**src/verilog/board_pkg.sv**
```systemverilog
// ----------------------------------------------------------------------
// address map and typed widths for the dual motor-controller board block
// only the main block (address bits 15..12 == ADDR_MAIN) is decoded here
// ----------------------------------------------------------------------
package board_pkg;

    // ------------------------------------------------------------------
    // widths that carry a meaning
    // ------------------------------------------------------------------

    typedef logic [15:0] reg_addr_t;    // host read/write address
    typedef logic [31:0] reg_data_t;    // one register word
    typedef logic [3:0]  reg_offset_t;  // offset within main block, addr bits 3..0

    // halves are numbered 1 and 2 on the board, so index from 1
    typedef logic [2:1]  half_t;

    typedef logic [7:0]  digin_t;       // one bit per limit/home channel

    // ------------------------------------------------------------------
    // address map
    // ------------------------------------------------------------------

    localparam logic [3:0] ADDR_MAIN = 4'd0;  // compared against addr bits 15..12

    // register offsets in the main block
    localparam reg_offset_t REG_STATUS  = 4'd0;   // levels, requests, board status
    localparam reg_offset_t REG_DIGIOUT = 4'd6;   // digital-out readback
    localparam reg_offset_t REG_VERSION = 4'd7;   // firmware version word
    localparam reg_offset_t REG_TEMPSNS = 4'd8;   // temperature sensor
    localparam reg_offset_t REG_DIGIN   = 4'd10;  // packed limit/home/dout
    localparam reg_offset_t REG_DSSTAT  = 4'd11;  // dallas chip status

    // status write bit positions
    // 16/17 relay value/mask, 18/19 power value/mask
    // 22 dac test, 23 i/o expander redetect, 24 dout config reset

    // ------------------------------------------------------------------
    // amplifier power sequencer
    // ------------------------------------------------------------------

    typedef enum logic [1:0] {
        SEQ_OFF      = 2'd0,  // motor voltage absent, amps held off
        SEQ_SETTLING = 2'd1,  // voltage present, waiting out settle time
        SEQ_READY    = 2'd2   // settled, amps may run
    } seq_state_e;

endpackage

```
**src/verilog/amp_power_seq.sv**
```systemverilog
// ----------------------------------------------------------------------
// holds each half's amplifiers off until its motor voltage has settled
// mv_good_s must come from the synchronizer, SETTLE_CYCLES must be >= 1
// disable clears SETTLE_CYCLES+1 clocks after mv_good_s rises
// ----------------------------------------------------------------------
`timescale 1ns/1ps

module amp_power_seq #(
    parameter int SETTLE_CYCLES = 1966080   // 40 ms at 49.152 MHz
) (
    input  logic             sysclk,
    input  logic             rst,
    input  board_pkg::half_t mv_good_s,       // synchronized motor voltage good
    output board_pkg::half_t mv_amp_disable   // 1 = amps held off
);

    // counter runs 0 .. SETTLE_CYCLES-1
    localparam int CNT_W = (SETTLE_CYCLES > 1) ? $clog2(SETTLE_CYCLES) : 1;
    localparam logic [CNT_W-1:0] CNT_LAST = CNT_W'(SETTLE_CYCLES - 1);

    // ------------------------------------------------------------------
    // one FSM and counter per half
    // ------------------------------------------------------------------

    for (genvar i = 1; i <= 2; i++) begin : g_half

        board_pkg::seq_state_e state;
        logic [CNT_W-1:0]      settle_cnt;

        always_ff @(posedge sysclk) begin
            if (rst) begin
                state      <= board_pkg::SEQ_OFF;
                settle_cnt <= '0;
            end else if (!mv_good_s[i]) begin
                // voltage lost, start over from any state
                state      <= board_pkg::SEQ_OFF;
                settle_cnt <= '0;
            end else begin
                case (state)
                    board_pkg::SEQ_OFF: begin
                        state      <= board_pkg::SEQ_SETTLING;
                        settle_cnt <= '0;   // first clock with voltage present
                    end
                    board_pkg::SEQ_SETTLING: begin
                        if (settle_cnt == CNT_LAST) begin
                            state <= board_pkg::SEQ_READY;
                        end else begin
                            settle_cnt <= settle_cnt + 1'b1;
                        end
                    end
                    board_pkg::SEQ_READY: begin
                        state <= board_pkg::SEQ_READY;  // stay while voltage holds
                    end
                    default: begin
                        state      <= board_pkg::SEQ_OFF;
                        settle_cnt <= '0;
                    end
                endcase
            end
        end

        // state is a flop, so the disable is glitch free
        assign mv_amp_disable[i] = (state != board_pkg::SEQ_READY);

        // ready is only reached, and only kept, with voltage present
        a_ready_needs_mv: assert property (@(posedge sysclk) disable iff (rst)
            (state == board_pkg::SEQ_READY) |-> $past(mv_good_s[i]));

    end

endmodule

```
**src/verilog/board_ctrl_top.sv**
```systemverilog
// ----------------------------------------------------------------------
// board register block top: input sync, register file, amp sequencer
// all board inputs are taken as asynchronous except the host bus
// raw mv_good rise to amp enable is SETTLE_CYCLES+3 clocks
// ----------------------------------------------------------------------
`timescale 1ns/1ps

module board_ctrl_top #(
    parameter logic [3:0]           NUM_CHAN      = 4'd8,
    parameter board_pkg::reg_data_t VERSION       = 32'h44514C41,  // "DQLA"
    parameter int                   SETTLE_CYCLES = 1966080
) (
    input  logic                 sysclk,
    input  logic                 rst,

    // host bus
    input  board_pkg::reg_addr_t reg_raddr,
    input  board_pkg::reg_addr_t reg_waddr,
    input  board_pkg::reg_data_t reg_wdata,
    input  logic                 reg_wen,
    output board_pkg::reg_data_t reg_rdata,

    // raw board inputs
    input  board_pkg::digin_t    neg_limit,
    input  board_pkg::digin_t    pos_limit,
    input  board_pkg::digin_t    home,
    input  board_pkg::half_t     mv_good,
    input  board_pkg::half_t     safety_fb,

    // status from other engines
    input  board_pkg::reg_data_t dout,
    input  board_pkg::half_t     dout_cfg_valid,
    input  board_pkg::half_t     dout_cfg_bidir,
    input  board_pkg::half_t     isquad_dac,
    input  board_pkg::half_t     ioexp_present,
    input  board_pkg::half_t     dqla_exp_ok,
    input  board_pkg::half_t     mv_fb,
    input  logic [3:0]           board_id,
    input  board_pkg::reg_data_t temp_sense,
    input  board_pkg::reg_data_t ds_status,
    input  logic                 wdog_timeout,

    // outputs
    output logic                 relay_on,
    output board_pkg::half_t     pwr_enable,
    output logic                 dout_cfg_reset,
    output logic                 dac_test_reset,
    output logic                 ioexp_cfg_reset,
    output logic                 pwr_enable_cmd,
    output board_pkg::reg_data_t reg_status,
    output board_pkg::reg_data_t reg_digin,
    output board_pkg::half_t     mv_amp_disable
);

    // synchronized copies
    board_pkg::digin_t neg_limit_s;
    board_pkg::digin_t pos_limit_s;
    board_pkg::digin_t home_s;
    board_pkg::half_t  mv_good_s;     // shared by regs and sequencer
    board_pkg::half_t  safety_fb_s;

    board_input_sync u_sync (
        .sysclk      (sysclk),
        .rst         (rst),
        .neg_limit   (neg_limit),
        .pos_limit   (pos_limit),
        .home        (home),
        .mv_good     (mv_good),
        .safety_fb   (safety_fb),
        .neg_limit_s (neg_limit_s),
        .pos_limit_s (pos_limit_s),
        .home_s      (home_s),
        .mv_good_s   (mv_good_s),
        .safety_fb_s (safety_fb_s)
    );

    board_regs #(
        .NUM_CHAN (NUM_CHAN),
        .VERSION  (VERSION)
    ) u_regs (
        .sysclk          (sysclk),
        .rst             (rst),
        .reg_raddr       (reg_raddr),
        .reg_waddr       (reg_waddr),
        .reg_wdata       (reg_wdata),
        .reg_wen         (reg_wen),
        .reg_rdata       (reg_rdata),
        .dout            (dout),
        .dout_cfg_valid  (dout_cfg_valid),
        .dout_cfg_bidir  (dout_cfg_bidir),
        .isquad_dac      (isquad_dac),
        .ioexp_present   (ioexp_present),
        .dqla_exp_ok     (dqla_exp_ok),
        .mv_fb           (mv_fb),
        .mv_good_s       (mv_good_s),
        .safety_fb_s     (safety_fb_s),
        .neg_limit_s     (neg_limit_s),
        .pos_limit_s     (pos_limit_s),
        .home_s          (home_s),
        .board_id        (board_id),
        .temp_sense      (temp_sense),
        .ds_status       (ds_status),
        .wdog_timeout    (wdog_timeout),
        .relay_on        (relay_on),
        .pwr_enable      (pwr_enable),
        .dout_cfg_reset  (dout_cfg_reset),
        .dac_test_reset  (dac_test_reset),
        .ioexp_cfg_reset (ioexp_cfg_reset),
        .pwr_enable_cmd  (pwr_enable_cmd),
        .reg_status      (reg_status),
        .reg_digin       (reg_digin)
    );

    amp_power_seq #(
        .SETTLE_CYCLES (SETTLE_CYCLES)
    ) u_seq (
        .sysclk         (sysclk),
        .rst            (rst),
        .mv_good_s      (mv_good_s),
        .mv_amp_disable (mv_amp_disable)
    );

endmodule

```
**src/verilog/board_input_sync.sv**
```systemverilog
// ----------------------------------------------------------------------
// two flop synchronizer for the asynchronous board inputs
// fixed latency of 2 sysclk edges, no filtering or debounce
// bits of a bus are synced independently, so multi-bit skew is possible
// ----------------------------------------------------------------------
`timescale 1ns/1ps

module board_input_sync (
    input  logic              sysclk,
    input  logic              rst,
    input  board_pkg::digin_t neg_limit,    // raw negative limit switches
    input  board_pkg::digin_t pos_limit,    // raw positive limit switches
    input  board_pkg::digin_t home,         // raw home switches
    input  board_pkg::half_t  mv_good,      // raw motor voltage good, per half
    input  board_pkg::half_t  safety_fb,    // raw safety line feedback
    output board_pkg::digin_t neg_limit_s,
    output board_pkg::digin_t pos_limit_s,
    output board_pkg::digin_t home_s,
    output board_pkg::half_t  mv_good_s,
    output board_pkg::half_t  safety_fb_s
);

    // all inputs share one pair of stages
    localparam int SYNC_W = 3 * $bits(board_pkg::digin_t)
                          + 2 * $bits(board_pkg::half_t);

    logic [SYNC_W-1:0] raw_vec;   // concatenated raw inputs
    logic [SYNC_W-1:0] meta_q;    // first stage, may go metastable
    logic [SYNC_W-1:0] sync_q;    // second stage, safe to use

    assign raw_vec = {neg_limit, pos_limit, home, mv_good, safety_fb};

    // ------------------------------------------------------------------
    // synchronizer stages
    // ------------------------------------------------------------------

    always_ff @(posedge sysclk) begin
        if (rst) begin
            meta_q <= '0;
            sync_q <= '0;
        end else begin
            meta_q <= raw_vec;
            sync_q <= meta_q;     // output changes 2 edges after input
        end
    end

    // split back out in the same order as packed
    assign {neg_limit_s, pos_limit_s, home_s, mv_good_s, safety_fb_s} = sync_q;

endmodule

```
**src/verilog/board_regs.sv**
```systemverilog
// ----------------------------------------------------------------------
// host register file of the board, one access per clock, no handshake
// writes to the main block win over reads, reg_rdata holds during a write
// request pulses last one clock unless main writes repeat back to back
// ----------------------------------------------------------------------
`timescale 1ns/1ps

module board_regs #(
    parameter logic [3:0]          NUM_CHAN = 4'd8,          // reported in status byte 3
    parameter board_pkg::reg_data_t VERSION = 32'h44514C41   // ascii "DQLA"
) (
    input  logic                 sysclk,
    input  logic                 rst,

    // host bus
    input  board_pkg::reg_addr_t reg_raddr,
    input  board_pkg::reg_addr_t reg_waddr,
    input  board_pkg::reg_data_t reg_wdata,
    input  logic                 reg_wen,
    output board_pkg::reg_data_t reg_rdata,       // registered, 1 clock after raddr

    // status from the other engines
    input  board_pkg::reg_data_t dout,            // digital outputs as driven
    input  board_pkg::half_t     dout_cfg_valid,
    input  board_pkg::half_t     dout_cfg_bidir,
    input  board_pkg::half_t     isquad_dac,      // dac type per half
    input  board_pkg::half_t     ioexp_present,
    input  board_pkg::half_t     dqla_exp_ok,
    input  board_pkg::half_t     mv_fb,           // motor supply comparator
    input  board_pkg::half_t     mv_good_s,       // already synchronized
    input  board_pkg::half_t     safety_fb_s,
    input  board_pkg::digin_t    neg_limit_s,
    input  board_pkg::digin_t    pos_limit_s,
    input  board_pkg::digin_t    home_s,
    input  logic [3:0]           board_id,        // rotary switch
    input  board_pkg::reg_data_t temp_sense,
    input  board_pkg::reg_data_t ds_status,
    input  logic                 wdog_timeout,

    // levels and requests
    output logic                 relay_on,        // safety relay
    output board_pkg::half_t     pwr_enable,      // both bits always move together
    output logic                 dout_cfg_reset,
    output logic                 dac_test_reset,
    output logic                 ioexp_cfg_reset,
    output logic                 pwr_enable_cmd,  // same-cycle power-on attempt
    output board_pkg::reg_data_t reg_status,
    output board_pkg::reg_data_t reg_digin
);

    // ------------------------------------------------------------------
    // packed read words
    // ------------------------------------------------------------------

    // host software expects board_id at 27..24 and wdog_timeout at 23
    assign reg_status = {
        NUM_CHAN, board_id,                                   // byte 3
        wdog_timeout, isquad_dac, 1'b0,                       // byte 2
        (&mv_good_s), (&pwr_enable), 1'b0, relay_on,
        mv_good_s, dqla_exp_ok, dout_cfg_valid, dout_cfg_bidir, // byte 1
        safety_fb_s, mv_fb, dout[31], 1'b0, ioexp_present     // byte 0
    };
    // dout[31] flags the waveform table driving a dout

    // nibble-interleaved so each group of 4 channels is one half-word
    assign reg_digin = {dout[7:4], neg_limit_s[7:4], pos_limit_s[7:4], home_s[7:4],
                        dout[3:0], neg_limit_s[3:0], pos_limit_s[3:0], home_s[3:0]};

    // ------------------------------------------------------------------
    // write decode
    // ------------------------------------------------------------------

    board_pkg::reg_offset_t wr_offset;   // write offset in main block
    board_pkg::reg_offset_t rd_offset;   // read offset, upper bits ignored
    logic                   write_main;
    logic                   write_status;

    assign wr_offset = reg_waddr[3:0];
    assign rd_offset = reg_raddr[3:0];

    // bits 7..4 must be zero, other sub-blocks live there
    assign write_main = reg_wen
                     && (reg_waddr[15:12] == board_pkg::ADDR_MAIN)
                     && (reg_waddr[7:4] == 4'd0);

    assign write_status = write_main && (wr_offset == board_pkg::REG_STATUS);

    // used elsewhere on the board to clear latched error flags
    assign pwr_enable_cmd = write_status && reg_wdata[19] && reg_wdata[18];

    // ------------------------------------------------------------------
    // register update and read mux
    // ------------------------------------------------------------------

    always_ff @(posedge sysclk) begin
        if (rst) begin
            relay_on        <= 1'b0;
            pwr_enable      <= '0;
            dout_cfg_reset  <= 1'b0;
            dac_test_reset  <= 1'b0;
            ioexp_cfg_reset <= 1'b0;
            reg_rdata       <= '0;
        end else if (write_main) begin
            // writes to other main offsets leave everything as is
            if (write_status) begin
                if (reg_wdata[17]) begin
                    relay_on <= reg_wdata[16];            // masked relay control
                end
                if (reg_wdata[19]) begin
                    pwr_enable <= {2{reg_wdata[18]}};     // masked power enable
                end
                dac_test_reset  <= reg_wdata[22];         // rerun dac test
                ioexp_cfg_reset <= reg_wdata[23];         // redetect i/o expander
                dout_cfg_reset  <= reg_wdata[24];         // clear dout_cfg_valid
            end
        end else begin
            case (rd_offset)
                board_pkg::REG_STATUS:  reg_rdata <= reg_status;
                board_pkg::REG_VERSION: reg_rdata <= VERSION;
                board_pkg::REG_TEMPSNS: reg_rdata <= temp_sense;
                board_pkg::REG_DIGIOUT: reg_rdata <= dout;
                board_pkg::REG_DSSTAT:  reg_rdata <= ds_status;
                board_pkg::REG_DIGIN:   reg_rdata <= reg_digin;
                default:                reg_rdata <= '0;  // unmapped reads zero
            endcase
            // no write this cycle, so drop any request
            dout_cfg_reset  <= 1'b0;
            dac_test_reset  <= 1'b0;
            ioexp_cfg_reset <= 1'b0;
        end
    end

    // ------------------------------------------------------------------
    // checks
    // ------------------------------------------------------------------

    logic [2:0] req_vec;
    assign req_vec = {dout_cfg_reset, dac_test_reset, ioexp_cfg_reset};

    // a request held over two clocks needs a main write between them
    a_req_one_clock: assert property (@(posedge sysclk) disable iff (rst)
        |(req_vec & $past(req_vec)) |-> $past(write_main));

    a_pwr_halves_equal: assert property (@(posedge sysclk) disable iff (rst)
        pwr_enable[1] == pwr_enable[2]);

endmodule
```
**config.mk**
```make
export PLATFORM = sky130hd
export DESIGN_NAME = board_ctrl_top
export DESIGN_NICKNAME = d
export VERILOG_FILES = /design/src/verilog/board_pkg.sv /design/src/verilog/amp_power_seq.sv /design/src/verilog/board_ctrl_top.sv /design/src/verilog/board_input_sync.sv /design/src/verilog/board_regs.sv
export SDC_FILE = /design/constraint.sdc
export NUM_CORES = 1
export LEC_CHECK = 0
export ABC_AREA = 1
export BUFFER_PORTS_ARGS = -buffer_cell sky130_fd_sc_hd__buf_2
export CAP_MARGIN = 5
export CORE_ASPECT_RATIO = 1.25
export CORE_MARGIN = 2
export CORE_UTILIZATION = 50
export DETAILED_ROUTE_END_ITERATION = 12
export PLACE_DENSITY = 0.85
export REMOVE_ABC_BUFFERS = 1
export SETUP_SLACK_MARGIN = 0.15
export SLEW_MARGIN = 20
export SYNTH_ARGS = -nofsm -noshare
export SYNTH_HDL_FRONTEND = slang
export SYNTH_HIERARCHICAL = 1
export SYNTH_SLANG_ARGS = --single-unit
```
**constraint.sdc**
```tcl
create_clock -name sysclk -period 1.8 [get_ports sysclk]
set_clock_uncertainty 0.05 [all_clocks]
set_input_delay 0.18 -clock sysclk [delete_from_list [all_inputs] [get_ports sysclk]]
set_output_delay 0.18 -clock sysclk [all_outputs]
set_load 0.05 [all_outputs]
```
==> summary.md <==
| Metric | Value |
|---|---|
| Net Switching | 0.002244 W |
| Placed cells | 1723 |
| Worst-Margin Slew | 0.5973 ns |
| DR vias/cell | 5.077 |
| Crit path capture type | register |
| Reg area | 2810 um2 |
| Ys flop type | dfxtp_1 |
| Drt total wl | 26180 um |
| R2R Path End | u_seq/g_half[1].settle_cnt[9] |
| CTS tree | yes |
| Worst vdd ir | 608.2 uV |
| Yosys synthesis warning count | 6 |
| R2r setup slk | 0.20 ns |
| Reg clk slew, reported paths | 0.06 ns |
| Leakage | 5.246 nW |
| Comb power frac | 14.1% |
| Core Region | 15700 um2 |
| Internal Dissipation | 0.005327 W |
| Fin cells | 1813 |
| Final Hold Viols | 0 |
| Nets@finish | 1796 |
| DR WL/cell | 14.44 um |
| Post-synthesis cell count | 1300 |
| Max cap viols | 0 |
| Post-synth EDFFs | 0 |
| Worst-Skew Late Latency | 0.42 ns |
| Worst hold path depth | 4 |
| Number of DRC markers in iteration 0 | 928 |
| Starting Density | 51.35% |
| Hold Startpoint | reg_wdata[17] |
| DRT Pass-1 Iters | 5 |
| Final setup vio count | 0 |
| Worst r2r src | u_seq/g_half[1].settle_cnt[1] |
| Share of layout cells above drive strength 1 | 26.55% |
| Max Fclk | 0.6255 GHz |
| Initial antenna violation count | 8 |
| Seq/Total Area, Yosys | 34.52% |
| Design area | 10640 um2 |
| Final Critical Period | 1.599 ns |
| Switching part of the total | 29.64% |
| Tot GR Track Use | 28.63% |
| Seq cells post-synth | 139 |
| First-pass GRT wire length | 39790 um |
| Yosys top cell by area | dfxtp_1 |
| Area Overhead vs Synth | 32.06% |
| FP Rows | 51 |
| Asr flop ratio synth | 0% |
| DP HPWL | 18290 um |
| Crit path max fanout | 18 |
| HP Class | in2reg |
| Post-synth cell types | 32 |
| Startpoint Class | register |
| Mean Syn Cell Area | 6.200 um2 |
| Die height | 146.0 um |
| Seq pwr share | 42.1% |
| Power per cell area | 711.2 nW/um2 |
| WS Path Type | reg2reg |
| Io pins | 313 |
| Detailed-route via count | 9205 |
| Total congestion overflow | 0 |
| Area of the die | 17160 um2 |
| Clock Power Share | 43.8% |
| Post-Place Setup Slack | 0.03561 ns |
| Area of the multi-input gates | 4079 um2 |
| Top post-synthesis cells by area | dfxtp_1 (35%), nand2_1 (19%), nor2_1 (9.5%) |
| Post-synth top area share | 34.52% |
| Detail Route Antenna Nets | 0 |
| Root Buffer Master | clkbuf_16 |
| Clock sinks | 139 |
| Clk buf depth | 2 |
| Period utilization | 88.81% |
| Status | complete, no violations |
| Largest net degree at the start of global routing | 48 |
| RSZ-0062 raised after global routing | yes |
| Mapped Area | 8060 um2 |
| R2R depth | 11 |
| Residual DRC count | 0 |
| Routability cong. | 0.8798 |
| Die W | 117.6 um |
| PortBufs | 264 |
| CTS H-Tree Depth | 4 |
| CTS Buf Count | 17 |
| Placed cell areas | 9384 um2 |
| # fillers | 1303 |
| Vias in the first global route | 8274 |
| Critical path arrival | 1.87 ns |
| Slew Limit Fails | 0 |
| Slew headroom | 60.09% |
| Required time of the critical path | 2.07 ns |
| Final worst slack | 0.2014 ns |
| Worst hold endpoint | u_regs/relay_on |
[critical path, cell delays in order (launching register included)]
cell and delay, ns:
dfxtp_4 0.37, ha_4 0.15, nand2_4 0.05, nor2_4 0.12, nand2_4 0.08, nor2_4 0.11
nand3_4 0.11, buf_6 0.19, nand3_1 0.07, nand2_1 0.06, inv_1 0.07, nor2_1 0.04
[sequential cells by signal, indices dropped and copies added, names as in the netlist]
register,count
u_regs/ioexp_cfg_reset,1
u_regs/relay_on,1
u_sync/meta_q,28
u_regs/reg_rdata,32
u_sync/sync_q,28
u_seq/g_half.settle_cnt,42
u_regs/dac_test_reset,1
u_regs/dout_cfg_reset,1
u_seq/g_half.state,4
u_regs/pwr_enable,1
[per-stage QoR]
stage	util [%]	setup TNS (ns)	power (W)	hold slack [ns]
floorplan	-	-5.093	0.003682	0.1991
global placement	59.78	0	0.004218	0.3293
detailed placement	59.78	0	0.004231	0.3379
CTS	66.36	0	0.007604	0.001324
global route	67.79	0	0.007843	0.01622
finish	67.81	0	0.007570	0.01841
[final cells by class]
class / instances / area share, %
Antenna cell: 8 / 0.1881
Clock buffer: 17 / 3.997
Clock inverter: 15 / 1.223
Inverter: 150 / 5.372
Multi-Input combinational cell: 905 / 38.32
Sequential cell: 139 / 26.40
Tap cell: 212 / 2.492
Timing Repair Buffer: 367 / 22.01
[synthesized netlist by cell type (3+ instances only)]
cell      count
nand2_1     410
nor2_1      204
nand3_1     147
inv_1       143
dfxtp_1     139
buf_4        68
a21oi_1      42
o21ai_0      29
buf_2        23
nand4_1      17
clkbuf_1     10
ha_1          8
nor2_2        8
buf_6         7
nor2_4        6
nand3b_1      5
inv_2         4
o21ai_1       4
o21bai_1      4
clkinv_1      3
o211ai_1      3
[how the worst max path moves through the flow]
stage	to	startpoint	slack [ns]	depth (start not counted)
5_1_grt	u_seq/g_half[2].settle_cnt[2]	u_seq/g_half[2].state[1]	0.1	8
3_5_place_dp	u_seq/g_half[1].settle_cnt[1]	u_seq/g_half[1].settle_cnt[1]	0.04	10
4_1_cts	mv_amp_disable[1]	u_seq/g_half[2].state[0]	0.14	4
6_report	u_seq/g_half[1].settle_cnt[9]	u_seq/g_half[1].settle_cnt[1]	0.20	11
3_3_place_gp	u_seq/g_half[1].settle_cnt[10]	u_seq/g_half[1].settle_cnt[1]	0.11	11
2_1_floorplan	pwr_enable_cmd	reg_waddr[3]	-0.26	4
[kinds of logic after synthesis]
kind of cell / after synthesis / synth area share, %
fa+ha+maj: 8 / 1.242
other cells: 2 / 0.09317
buf+inv: 261 / 16.53
flops: 139 / 34.52
compound gates: 83 / 5.418
xor+xnor: 1 / 0.1087
simple gates: 806 / 42.08
[power by group through the flow]
stage / clock network [W] / logic [W] / registers, W
2_1_floorplan: 0 / 0.000277 / 0.00341
3_3_place_gp: 0 / 0.000963 / 0.00325
3_5_place_dp: 0 / 0.000974 / 0.00326
4_1_cts: 0.00337 / 0.00105 / 0.00319
5_1_grt: 0.00351 / 0.00114 / 0.00319
6_report: 0.00332 / 0.00107 / 0.00319
[cells in the final DEF (no fill, tap or decap), types with 6 or more instances in the layout]
cell type and count:
a21oi_1 41, buf_12 7, buf_2 260, buf_4 51, clkbuf_16 18, clkinvlp_4 6, conb_1 7, dfxtp_1 121
dfxtp_2 16, diode_2 8, dlygate4sd3_1 41, ha_1 6, inv_1 140, inv_6 8, nand2_1 406, nand3_1 147
nand4_1 17, nor2_1 193, nor2_2 14, nor2_4 11, o21ai_0 28
[layer usage]
layer	track usage [%]	wire length, um	part of all wire [%]
met5	0	13	0.050
met4	16.45	1221	4.7
met3	6.426	2016	7.7
met2	50.00	12790	49
met1	32.01	10140	39
[repair_timing]
item | in CTS | in global routing
buffers inserted | 3 | 5
pin swaps | 2 | 11
resized for setup | 14 | 53
cloned | 0 | 1
hold buffers | 41 | 0
endpoints found under the hold margin | 39 | 0
setup endpoints to repair | 45 | 50
Power figures use the tool's default switching activity.
